File: src/logic/ip_consts.svh
`ifndef IP_CONSTS_SVH
`define IP_CONSTS_SVH

// IPv4 header without options
`define IP_HDR_BYTES 20

// Header seen as 16-bit words for the checksum
`define IP_HDR_WORDS 10

// Fixed version and header length in 32-bit words
`define IP_VERSION 4
`define IP_IHL 5

// Width of one stream byte
`define IP_BYTE_W 8

`endif

File: src/logic/eth_pkg.sv
package eth_pkg;

    // MAC header passed to the Ethernet side in parallel
    typedef struct packed {
        logic [47:0] dest_mac;
        logic [47:0] src_mac;
        logic [15:0] eth_type;
    } eth_hdr_t;

    // One byte of a payload stream
    typedef struct packed {
        logic [7:0] data;
        logic       last;
        // Bad frame, set on the final byte only
        logic       user;
    } eth_beat_t;

endpackage

File: src/logic/ip_pkg.sv
`include "ip_consts.svh"

package ip_pkg;

    // IPv4 header fields, first byte on the wire at the top
    typedef struct packed {
        logic [3:0]  version;
        logic [3:0]  ihl;
        logic [5:0]  dscp;
        logic [1:0]  ecn;
        logic [15:0] total_len;
        logic [15:0] iden;
        logic [2:0]  flags;
        logic [12:0] frag_off;
        logic [7:0]  ttl;
        logic [7:0]  protocol;
        logic [15:0] checksum;
        logic [31:0] src_ip;
        logic [31:0] dest_ip;
    } ip_fields_t;

    // Same header as fields or as words, word 0 sent first
    typedef union packed {
        ip_fields_t                          fields;
        logic [0:`IP_HDR_WORDS-1][15:0]      words;
    } ip_hdr_u;

    // What the sender supplies with each frame
    typedef struct packed {
        eth_pkg::eth_hdr_t eth;
        logic [5:0]        dscp;
        logic [1:0]        ecn;
        logic [15:0]       total_len;
        logic [15:0]       iden;
        logic [2:0]        flags;
        logic [12:0]       frag_off;
        logic [7:0]        ttl;
        logic [7:0]        protocol;
        logic [31:0]       src_ip;
        logic [31:0]       dest_ip;
    } ip_hdr_req_t;

endpackage

File: src/logic/axis_skid_buffer.sv
`timescale 1ns/10ps

module axis_skid_buffer (
    input  logic               clk,
    input  logic               reset,
    input  eth_pkg::eth_beat_t in_beat,
    input  logic               in_valid,
    output logic               in_accept,
    output eth_pkg::eth_beat_t m_pay,
    output logic               m_pay_valid,
    input  logic               m_pay_ready
);

    import eth_pkg::*;

    eth_beat_t spare_beat;
    logic      spare_valid;
    logic      accept_next;
    logic      out_valid_next;
    logic      spare_valid_next;
    logic      load_out_from_in;
    logic      load_out_from_spare;
    logic      load_spare;

    // Room next cycle if the sink drains or nothing is held
    assign accept_next = m_pay_ready || (!spare_valid && !m_pay_valid);

    always_comb begin
        out_valid_next      = m_pay_valid;
        spare_valid_next    = spare_valid;
        load_out_from_in    = 1'b0;
        load_out_from_spare = 1'b0;
        load_spare          = 1'b0;
        if (in_accept) begin
            if (m_pay_ready || !m_pay_valid) begin
                out_valid_next   = in_valid;
                load_out_from_in = 1'b1;
            end else begin
                // Output stalled, park the beat
                spare_valid_next = in_valid;
                load_spare       = 1'b1;
            end
        end else if (m_pay_ready) begin
            out_valid_next      = spare_valid;
            spare_valid_next    = 1'b0;
            load_out_from_spare = 1'b1;
        end
    end

    always_ff @(posedge clk) begin
        if (reset) begin
            m_pay_valid <= 1'b0;
            spare_valid <= 1'b0;
            in_accept   <= 1'b0;
        end else begin
            m_pay_valid <= out_valid_next;
            spare_valid <= spare_valid_next;
            in_accept   <= accept_next;
        end
    end

    always_ff @(posedge clk) begin
        if (load_out_from_in) begin
            m_pay <= in_beat;
        end else if (load_out_from_spare) begin
            m_pay <= spare_beat;
        end
        if (load_spare) begin
            spare_beat <= in_beat;
        end
    end

endmodule

File: src/logic/ip_eth_tx.sv
`timescale 1ns/10ps

module ip_eth_tx (
    input  logic                clk,
    input  logic                reset,

    // IP header and payload from the sender
    input  ip_pkg::ip_hdr_req_t s_hdr,
    input  logic                s_hdr_valid,
    output logic                s_hdr_ready,
    input  eth_pkg::eth_beat_t  s_pay,
    input  logic                s_pay_valid,
    output logic                s_pay_ready,

    // Ethernet header and payload toward the MAC
    output eth_pkg::eth_hdr_t   m_eth_hdr,
    output logic                m_eth_hdr_valid,
    input  logic                m_eth_hdr_ready,
    output eth_pkg::eth_beat_t  m_pay,
    output logic                m_pay_valid,
    input  logic                m_pay_ready,

    output logic                busy,
    output logic                err_len_mismatch
);

    import ip_pkg::*;
    import eth_pkg::*;

    logic        csum_start;
    ip_hdr_u     csum_hdr;
    logic [15:0] csum_sum;
    logic        csum_done;
    eth_beat_t   out_beat;
    logic        out_valid;
    logic        out_accept;

    ip_frame_sequencer u_sequencer (
        .clk              (clk),
        .reset            (reset),
        .s_hdr            (s_hdr),
        .s_hdr_valid      (s_hdr_valid),
        .s_hdr_ready      (s_hdr_ready),
        .s_pay            (s_pay),
        .s_pay_valid      (s_pay_valid),
        .s_pay_ready      (s_pay_ready),
        .m_eth_hdr        (m_eth_hdr),
        .m_eth_hdr_valid  (m_eth_hdr_valid),
        .m_eth_hdr_ready  (m_eth_hdr_ready),
        .csum_start       (csum_start),
        .csum_hdr         (csum_hdr),
        .csum             (csum_sum),
        .csum_done        (csum_done),
        .out_beat         (out_beat),
        .out_valid        (out_valid),
        .out_accept       (out_accept),
        .busy             (busy),
        .err_len_mismatch (err_len_mismatch)
    );

    ip_hdr_checksum u_checksum (
        .clk   (clk),
        .reset (reset),
        .start (csum_start),
        .hdr   (csum_hdr),
        .sum   (csum_sum),
        .done  (csum_done)
    );

    axis_skid_buffer u_skid (
        .clk         (clk),
        .reset       (reset),
        .in_beat     (out_beat),
        .in_valid    (out_valid),
        .in_accept   (out_accept),
        .m_pay       (m_pay),
        .m_pay_valid (m_pay_valid),
        .m_pay_ready (m_pay_ready)
    );

endmodule

File: src/logic/ip_frame_sequencer.sv
`timescale 1ns/10ps
`include "ip_consts.svh"

module ip_frame_sequencer (
    input  logic                clk,
    input  logic                reset,

    input  ip_pkg::ip_hdr_req_t s_hdr,
    input  logic                s_hdr_valid,
    output logic                s_hdr_ready,

    input  eth_pkg::eth_beat_t  s_pay,
    input  logic                s_pay_valid,
    output logic                s_pay_ready,

    output eth_pkg::eth_hdr_t   m_eth_hdr,
    output logic                m_eth_hdr_valid,
    input  logic                m_eth_hdr_ready,

    output logic                csum_start,
    output ip_pkg::ip_hdr_u     csum_hdr,
    input  logic [15:0]         csum,
    input  logic                csum_done,

    output eth_pkg::eth_beat_t  out_beat,
    output logic                out_valid,
    input  logic                out_accept,

    output logic                busy,
    output logic                err_len_mismatch
);

    import ip_pkg::*;

    localparam logic [1:0] ST_IDLE    = 2'd0;
    localparam logic [1:0] ST_HEADER  = 2'd1;
    localparam logic [1:0] ST_PAYLOAD = 2'd2;

    // Header word holding the checksum
    localparam logic [3:0] CSUM_WORD     = 4'd5;
    localparam logic [4:0] LAST_HDR_BYTE = 5'(`IP_HDR_BYTES - 1);

    logic [1:0]            state;
    logic [1:0]            state_next;
    logic [4:0]            hdr_ptr;
    logic [15:0]           byte_count;
    ip_hdr_u               hdr_in;
    ip_hdr_u               hdr_r;
    logic                  hdr_xfer;
    logic                  pay_xfer;
    logic                  hdr_step;
    logic                  len_bad;
    logic                  eth_hdr_valid_next;
    logic [15:0]           cur_word;
    logic [`IP_BYTE_W-1:0] cur_byte;

    // Request to wire layout with the checksum left zero for the summer
    always_comb begin
        hdr_in.fields.version   = 4'(`IP_VERSION);
        hdr_in.fields.ihl       = 4'(`IP_IHL);
        hdr_in.fields.dscp      = s_hdr.dscp;
        hdr_in.fields.ecn       = s_hdr.ecn;
        hdr_in.fields.total_len = s_hdr.total_len;
        hdr_in.fields.iden      = s_hdr.iden;
        hdr_in.fields.flags     = s_hdr.flags;
        hdr_in.fields.frag_off  = s_hdr.frag_off;
        hdr_in.fields.ttl       = s_hdr.ttl;
        hdr_in.fields.protocol  = s_hdr.protocol;
        hdr_in.fields.checksum  = '0;
        hdr_in.fields.src_ip    = s_hdr.src_ip;
        hdr_in.fields.dest_ip   = s_hdr.dest_ip;
    end

    assign hdr_xfer    = s_hdr_valid && s_hdr_ready;
    assign s_pay_ready = (state == ST_PAYLOAD) && out_accept;
    assign pay_xfer    = s_pay_valid && s_pay_ready;
    assign len_bad     = byte_count != 16'd1;
    assign busy        = state != ST_IDLE;
    assign csum_hdr    = hdr_r;
    assign csum_start  = hdr_xfer;

    assign eth_hdr_valid_next = (m_eth_hdr_valid && !m_eth_hdr_ready) || hdr_xfer;

    // Serializer with the checksum swapped in for its word
    assign cur_word = (hdr_ptr[4:1] == CSUM_WORD) ? csum : hdr_r.words[hdr_ptr[4:1]];
    assign cur_byte = hdr_ptr[0] ? cur_word[`IP_BYTE_W-1:0]
                                 : cur_word[2*`IP_BYTE_W-1:`IP_BYTE_W];

    // Stall on the checksum bytes until the sum is in
    assign hdr_step = (state == ST_HEADER) && out_accept &&
                      ((hdr_ptr[4:1] != CSUM_WORD) || csum_done);

    always_comb begin
        out_valid = 1'b0;
        out_beat  = '0;
        if (state == ST_HEADER) begin
            out_valid     = hdr_step;
            out_beat.data = cur_byte;
        end else if (state == ST_PAYLOAD) begin
            out_valid     = pay_xfer;
            out_beat.data = s_pay.data;
            out_beat.last = s_pay.last;
            // Count off by either side marks the frame bad
            out_beat.user = s_pay.user || (s_pay.last && len_bad);
        end
    end

    always_comb begin
        state_next = state;
        case (state)
            ST_IDLE: begin
                if (hdr_xfer) begin
                    state_next = ST_HEADER;
                end
            end
            ST_HEADER: begin
                if (hdr_step && hdr_ptr == LAST_HDR_BYTE) begin
                    state_next = ST_PAYLOAD;
                end
            end
            ST_PAYLOAD: begin
                if (pay_xfer && s_pay.last) begin
                    state_next = ST_IDLE;
                end
            end
            default: begin
                state_next = ST_IDLE;
            end
        endcase
    end

    always_ff @(posedge clk) begin
        if (reset) begin
            state            <= ST_IDLE;
            s_hdr_ready      <= 1'b0;
            m_eth_hdr_valid  <= 1'b0;
            err_len_mismatch <= 1'b0;
            hdr_ptr          <= '0;
            byte_count       <= '0;
        end else begin
            state            <= state_next;
            m_eth_hdr_valid  <= eth_hdr_valid_next;
            s_hdr_ready      <= (state_next == ST_IDLE) && !eth_hdr_valid_next;
            err_len_mismatch <= pay_xfer && s_pay.last && len_bad;
            if (hdr_xfer) begin
                hdr_ptr    <= '0;
                byte_count <= s_hdr.total_len - 16'(`IP_HDR_BYTES);
            end else begin
                if (hdr_step && hdr_ptr != LAST_HDR_BYTE) begin
                    hdr_ptr <= hdr_ptr + 5'd1;
                end
                // Held at zero so an over-long payload stays flagged
                if (pay_xfer && byte_count != 16'd0) begin
                    byte_count <= byte_count - 16'd1;
                end
            end
        end
    end

    always_ff @(posedge clk) begin
        if (hdr_xfer) begin
            hdr_r     <= hdr_in;
            m_eth_hdr <= s_hdr.eth;
        end
    end

endmodule

File: src/logic/ip_hdr_checksum.sv
`timescale 1ns/10ps
`include "ip_consts.svh"

module ip_hdr_checksum (
    input  logic            clk,
    input  logic            reset,
    input  logic            start,
    input  ip_pkg::ip_hdr_u hdr,
    output logic [15:0]     sum,
    output logic            done
);

    localparam logic [3:0] LAST_WORD = 4'(`IP_HDR_WORDS - 1);

    logic [15:0] acc;
    logic [16:0] acc_add;
    logic [3:0]  word_idx;
    logic        running;

    // Plain add, carry folded back in on the next line
    assign acc_add = {1'b0, acc} + {1'b0, hdr.words[word_idx]};

    // Valid whenever done is high
    assign sum = ~acc;

    always_ff @(posedge clk) begin
        if (reset) begin
            running  <= 1'b0;
            done     <= 1'b0;
            word_idx <= '0;
        end else if (start) begin
            running  <= 1'b1;
            done     <= 1'b0;
            word_idx <= '0;
        end else if (running) begin
            if (word_idx == LAST_WORD) begin
                running <= 1'b0;
                done    <= 1'b1;
            end else begin
                word_idx <= word_idx + 4'd1;
            end
        end
    end

    // One word per cycle with end-around carry
    always_ff @(posedge clk) begin
        if (start) begin
            acc <= '0;
        end else if (running) begin
            acc <= acc_add[15:0] + 16'(acc_add[16]);
        end
    end

endmodule

File: config.mk
export PLATFORM = sky130hd
export DESIGN_NAME = ip_eth_tx
export DESIGN_NICKNAME = d
export VERILOG_FILES = /design/src/logic/eth_pkg.sv /design/src/logic/ip_pkg.sv /design/src/logic/axis_skid_buffer.sv /design/src/logic/ip_eth_tx.sv /design/src/logic/ip_frame_sequencer.sv /design/src/logic/ip_hdr_checksum.sv
export VERILOG_INCLUDE_DIRS = /design/src /design/src/logic
export SDC_FILE = /design/constraint.sdc
export NUM_CORES = 1
export LEC_CHECK = 0
export BUFFER_PORTS_ARGS = -buffer_cell sky130_fd_sc_hd__buf_2
export CAP_MARGIN = 20
export CORE_MARGIN = 4
export CORE_UTILIZATION = 35
export CTS_CLUSTER_SIZE = 25
export DETAILED_ROUTE_END_ITERATION = 16
export GPL_ROUTABILITY_DRIVEN = 0
export RECOVER_POWER = 25
export SKIP_LAST_GASP = 1
export SLEW_MARGIN = 20
export SYNTH_ARGS = -nofsm -noshare
export SYNTH_HDL_FRONTEND = slang
export SYNTH_SLANG_ARGS = --single-unit
File: constraint.sdc
create_clock -name clk -period 10.5 [get_ports clk]
set_clock_uncertainty 0.1 [all_clocks]
set_input_delay 0.525 -clock clk [delete_from_list [all_inputs] [get_ports clk]]
set_output_delay 0.525 -clock clk [all_outputs]
set_load 0.005 [all_outputs]
======== After elaboration in Yosys (flattened, before gate mapping) ========
Cells that the tools add are included.
Widths: inputs -> output; s select.
word-level totals
  memories ................................ 0
  output and inout bits ................... 128
  logic and storage cells ................. 116
  bits in read-only memories .............. 0
  latch bits .............................. 0
  input bits .............................. 264
  flip-flop bits (word level) ............. 319
  bits in writable memories ............... 0
cells by class
  eq/ne operators ......................... 10
  $lt $le $gt $ge ......................... 2
  mux-type cells .......................... 36
  $mul .................................... 0
  add/subtract/negate cells ............... 6
  reductions and logical operators ........ 35
  shifts and indexed selects .............. 0
  bitwise gates (word level) .............. 4
  divide/modulo/power cells ............... 0
operator list
  operator               count
  $bmux 16 s4            2
  $mux 16                7
  $mux 10                3
  $add 16x16->17         1
  $mux 1                 17
  $add 16x1->16          1
  $mux 8                 2
  $ne 16x1->1 const B    1
  $not 16->16            1
  $reduce_bool 16->1     1
  $sub 16x1->16 const B  1
  $sub 16x5->16 const B  1
  $logic_and 1x1->1      14
  $ge 5x5->1 const B     2
  $not 4->5              2
  $mux 2                 4
  $reduce_and 2->1       4
  $reduce_bool 2->1      4
  $pmux 2 s3             1
  $add 5x1->5 const B    1
  $eq 5x5->1 const B     1
  $logic_or 1x1->1       5
  $ne 5x5->1 const B     1
  $add 4x1->4 const B    1
  10 further kinds       15

======== Longest topological paths before layout ========
  word-level depth ........................ 8
  mapped depth ............................ 25
  mapped depth without buffers ............ 22

======== Modules after synthesis ========
A second synthesis with hierarchy kept.
second synthesis, totals
  cell total of the unflattened synthesis .. 1064
  area total of the unflattened synthesis .. 15128.3 um2
modules (own cells, without submodules)
  module              instances  seq. area each (um2)  area each (um2)  cells an instance
  ip_frame_sequencer  1          7967.6                10898.0          680
  ip_hdr_checksum     1          440.4                 3319.4           336
  axis_skid_buffer    1          660.6                 910.9            48

======== Least setup slack after synthesis ========
No wires, ideal clock.
  kind .................................... register -> register
  start ................................... reg u_checksum.word_idx[1]
  end ..................................... reg u_checksum.acc[14]
  setup time .............................. 0.088 ns
  arrival time ............................ 5.274 ns
  required time ........................... 10.312 ns
  slack ................................... 5.038 ns
  cell stages (with the launch flop) ...... 25
  path buffers ............................ 3
  path through ............................ dfxtp_1 -> clkbuf_1 -> buf_2 -> buf_1 -> mux2i_1 -> o211ai_1 -> o21ai_0 -> o22ai_1 -> ha_1 -> fa_1 -> a21o_1 -> a311o_1 -> and3_1 -> or3_1 -> a21oi_2 -> nor2b_1 -> o21ai_0 -> nand2b_1 -> ha_1 -> ha_1 -> and4_1 -> nand4_1 -> nor3_1 -> a31o_2 -> a311oi_2
between the ends
  longest elaborated chain between the ends .. 6
ends and longest elaborated chain
  what                                        line                   source
  from (decl)                                 ip_hdr_checksum.sv:17  logic [3:0] word_idx;
  from (signal assigned)                      ip_hdr_checksum.sv:40  word_idx <= word_idx + 4'd1;
  $not 4->5 (implied by the code)             ip_hdr_checksum.sv:21  assign acc_add = {1'b0, acc} + {1'b0, hdr.words[word_idx]};
  $bmux 16 s4                                 ip_hdr_checksum.sv:21
  $mux 16 (implied by the code) (2 in a row)  ip_hdr_checksum.sv:21
  $add 16x16->17                              ip_hdr_checksum.sv:21
  $add 16x1->16                               ip_hdr_checksum.sv:50  acc <= acc_add[15:0] + 16'(acc_add[16]);
  to (signal assigned)                        ip_hdr_checksum.sv:50
  to (decl)                                   ip_hdr_checksum.sv:15  logic [15:0] acc;
Every way passes these cells. The select of a mux whose other input is x is not followed.
A chain may end at the register's enable or synchronous reset.

======== Final worst setup path ========
Same ends and word-level chain as after synthesis.

==> flow_summary.toml <==
[synthesis]
syn-num-nets = 1335
synth_top_area_share_pct = 56.8
synth.most_common_cell = "edfxtp_1"
synthTopCellsByArea = "edfxtp_1, dfxtp_1, mux2i_1"
syn_inst = 1046
ys_warn_count = 0
ys_ff_latch = 319
synth_edf_count = 268
synth_flop_cell = "edfxtp_1"
synth_commonest_cells = "edfxtp_1, nor2_1, mux2i_1"
synth_area_sq_um = 14200
avgSynthCellArea_sq_um = 13.6
yosysSeqAreaShare_pct = 64.0
synth_cell_types = 68
yosysTopAreaCell = "edfxtp_1"
synthArstFlopShare_pct = 0

[cts]
cts_buffers = 37
ctsHtreeMaxLevel = 2
cts_root_buf = "clkbuf_16"
post_cts_buffers = 0
cts.clk_slew.worst_paths_ps = 60
cts_sinks = 319
clockBufferDepth = 3
cts_tree = "yes"
clk_latency_ps = 570

[setup_path]
critPathLaunch = "u_checksum.word_idx[1]"
path_class = "flip-flop to flip-flop"
rr_worst_depth = 21
arrival_ps = 6210
r2r_end = "u_checksum.acc[14]"
worst_ep_required_time_ps = 10850
critPathMaxFanout = 38
rrSetupSlack_ps = 4640
cp-end-kind = "flip-flop"
r2r-start = "u_checksum.word_idx[1]"
crit_end = "u_checksum.acc[14]"
cp-start-kind = "flip-flop"

[timing]
tns_ps = 0
rsz0062_at_grt = "false"
tightestPinTransition_ps = 1070
period_needed_ps = 5860
fin_crit_sh_pct = 55.8
maxSlewHeadroom_pct = 28.8
hold_ws_ps = 39.1
final_hold_viol_count = 0
setup_viol = 0
slew_violations = 0
timing.fmax_mhz = 171

[die]
initial_core_util_pct = 35.5
die_area_sq_um = 43800
std_cell_rows = 73
dieWidth_um = 209
die_y_um = 209
io_pins = 392
coreArea_sq_um = 39900

[power_and_ir_drop]
finalPower_mw = 3.40
ir_drop_mv = 0.126
cellLeakagePower_nw = 6.76
power_density_nw_per_um2 = 184

[finish]
final_cell_count_no_fill = 2056
syn2layout_area_growth_pct = 30.3
layout-drive-gt1-share_pct = 30.1
nFillCells = 3634
fin_nets = 1786

[placement]
port_buffers = 391
hpwl_um = 34500
placed_cells_incl_taps = 1911

[grt]
grt-ovfl-total = 0
grt_start_max_net_pins = 137
grt_pass1_wl_um = 67600
grt_usage_pct = 20.5
grt_pass1_vias = 11101
antenna_found_initial = 14

[drt]
drtIter0Drc = 788
wl_um = 46100
post_drt_wl_per_cell_um = 22.4
vias = 10570
ant_nets = 0
avgViaCountPerCell = 5.14
dr.pass1.iters = 5
drc = 0

[job]
cap_violations = 0

[min_path]
hold_class = "primary input to flip-flop"

[status]
status = "finished, final reports clean"
-- per-stage QoR --
| step | area, sq um | setup WS (ps) | util (%) |
|---|---|---|---|
| global placement | 16600 | 4740 | 41.6 |
| floorplan | 14200 | 5040 | - |
| global route | 18500 | 4260 | 46.3 |
| finish | 18500 | 4640 | 46.3 |
| detailed placement | 16600 | 4720 | 41.6 |
| CTS | 18500 | 4680 | 46.4 |
-- kinds of logic after synthesis --
kind of cell / after synthesis / share of synthesized area, %
AND/OR/NAND/NOR: 240 / 8.08
XOR/XNOR: 53 / 3.33
multiplexers: 112 / 9.57
buffers and inverters: 71 / 2.06
adder cells (fa/ha/maj): 25 / 2.26
AO/OA/AOI/OAI: 226 / 10.7
flip-flops: 319 / 64.0
-- area by class of cell --
| type | instances | area, sq um | area share (%) |
|---|---|---|---|
| timing repair buffer | 472 | 2670 | 14.5 |
| multi-input combinational | 656 | 4810 | 26.1 |
| clock inverter | 16 | 211 | 1.14 |
| sequential | 319 | 9070 | 49.1 |
| inverter | 11 | 48.8 | 0.264 |
| tap | 525 | 657 | 3.56 |
| antenna | 7 | 17.5 | 0.0948 |
| clock buffer | 50 | 975 | 5.28 |
-- worst min-delay path by stage --
stage / start / endpoint / slack (ps) / depth (start not counted)
5_1_grt: s_hdr[152] / u_sequencer.m_eth_hdr[16] / 7 / 1
4_1_cts: s_hdr[190] / u_sequencer.m_eth_hdr[54] / 0.1 / 1
3_5_place_dp: u_sequencer.state[1] / u_sequencer.state[0] / 370 / 1
3_3_place_gp: u_sequencer.state[1] / u_sequencer.state[0] / 360 / 1
2_1_floorplan: u_checksum.done / u_checksum.done / 340 / 2
6_report: s_hdr[206] / u_sequencer.m_eth_hdr[70] / 40 / 1
-- state kept, by name, summed over array words and instances, names as in the netlist --
name                          flops
u_skid.m_pay                     10
u_sequencer.m_eth_hdr           112
u_checksum.acc                   16
u_checksum.running                1
u_sequencer.s_hdr_ready           1
u_skid.spare_beat                10
u_sequencer.csum_hdr            136
u_sequencer.byte_count           16
u_skid.in_accept                  1
u_checksum.done                   1
u_sequencer.state                 2
u_sequencer.hdr_ptr               5
u_skid.spare_valid                1
u_sequencer.err_len_mismatch      1
u_sequencer.m_eth_hdr_valid       1
u_skid.m_pay_valid                1
u_checksum.word_idx               4
-- layout by cell type, fill, tap and decap left out, types with 27 or more instances in the layout --
cell type	n
edfxtp_1	268
clkbuf_1	72
xor2_1	27
o21ai_0	38
dfxtp_1	47
mux2_2	28
a21oi_1	50
mux2i_1	68
dlygate4sd3_1	72
nor2_1	91
o22ai_1	28
nand2_1	53
buf_2	332
a211oi_1	28
clkbuf_16	37
-- worst max-delay path, cell delays in order, from the launching register on --
cell and delay [ps]:
dfxtp_2 1020, and2_1 680, nand2_1 110, o211ai_1 110, o21ai_0 100, o22ai_1 170
ha_1 330, a21o_1 240, a311o_1 410, and3_1 180, or3_1 360, a21oi_2 220
nor2b_1 70, o21ai_0 140, nand2b_1 80, ha_1 210, ha_1 220, and4_1 170
nand4_1 160, nor3_1 120, a31o_2 280, a311oi_2 260
-- what timing repair did --
action                    in CTS  in global routing
resized for setup              0                  0
hold buffers                  71                  1
hold endpoints to repair      71                  1
-- power breakdown --
group	total [mW]	internal, mW	switching, mW
logic	0.609	0.257	0.352
clock network	1.26	0.736	0.525
registers	1.53	1.47	0.0642
-- routing by layer --
metal,global-route usage (%),up-vias,wire length [um],part of all wire (%)
li1,-,4936,-,-
met1,22.4,5070,16200,35
met2,35.9,449,23600,51
met3,7.01,105,4160,9.0
met4,9.65,10,2130,4.6
met5,0,-,61,0.13
Note: power is estimated with default switching activity, not from simulation.
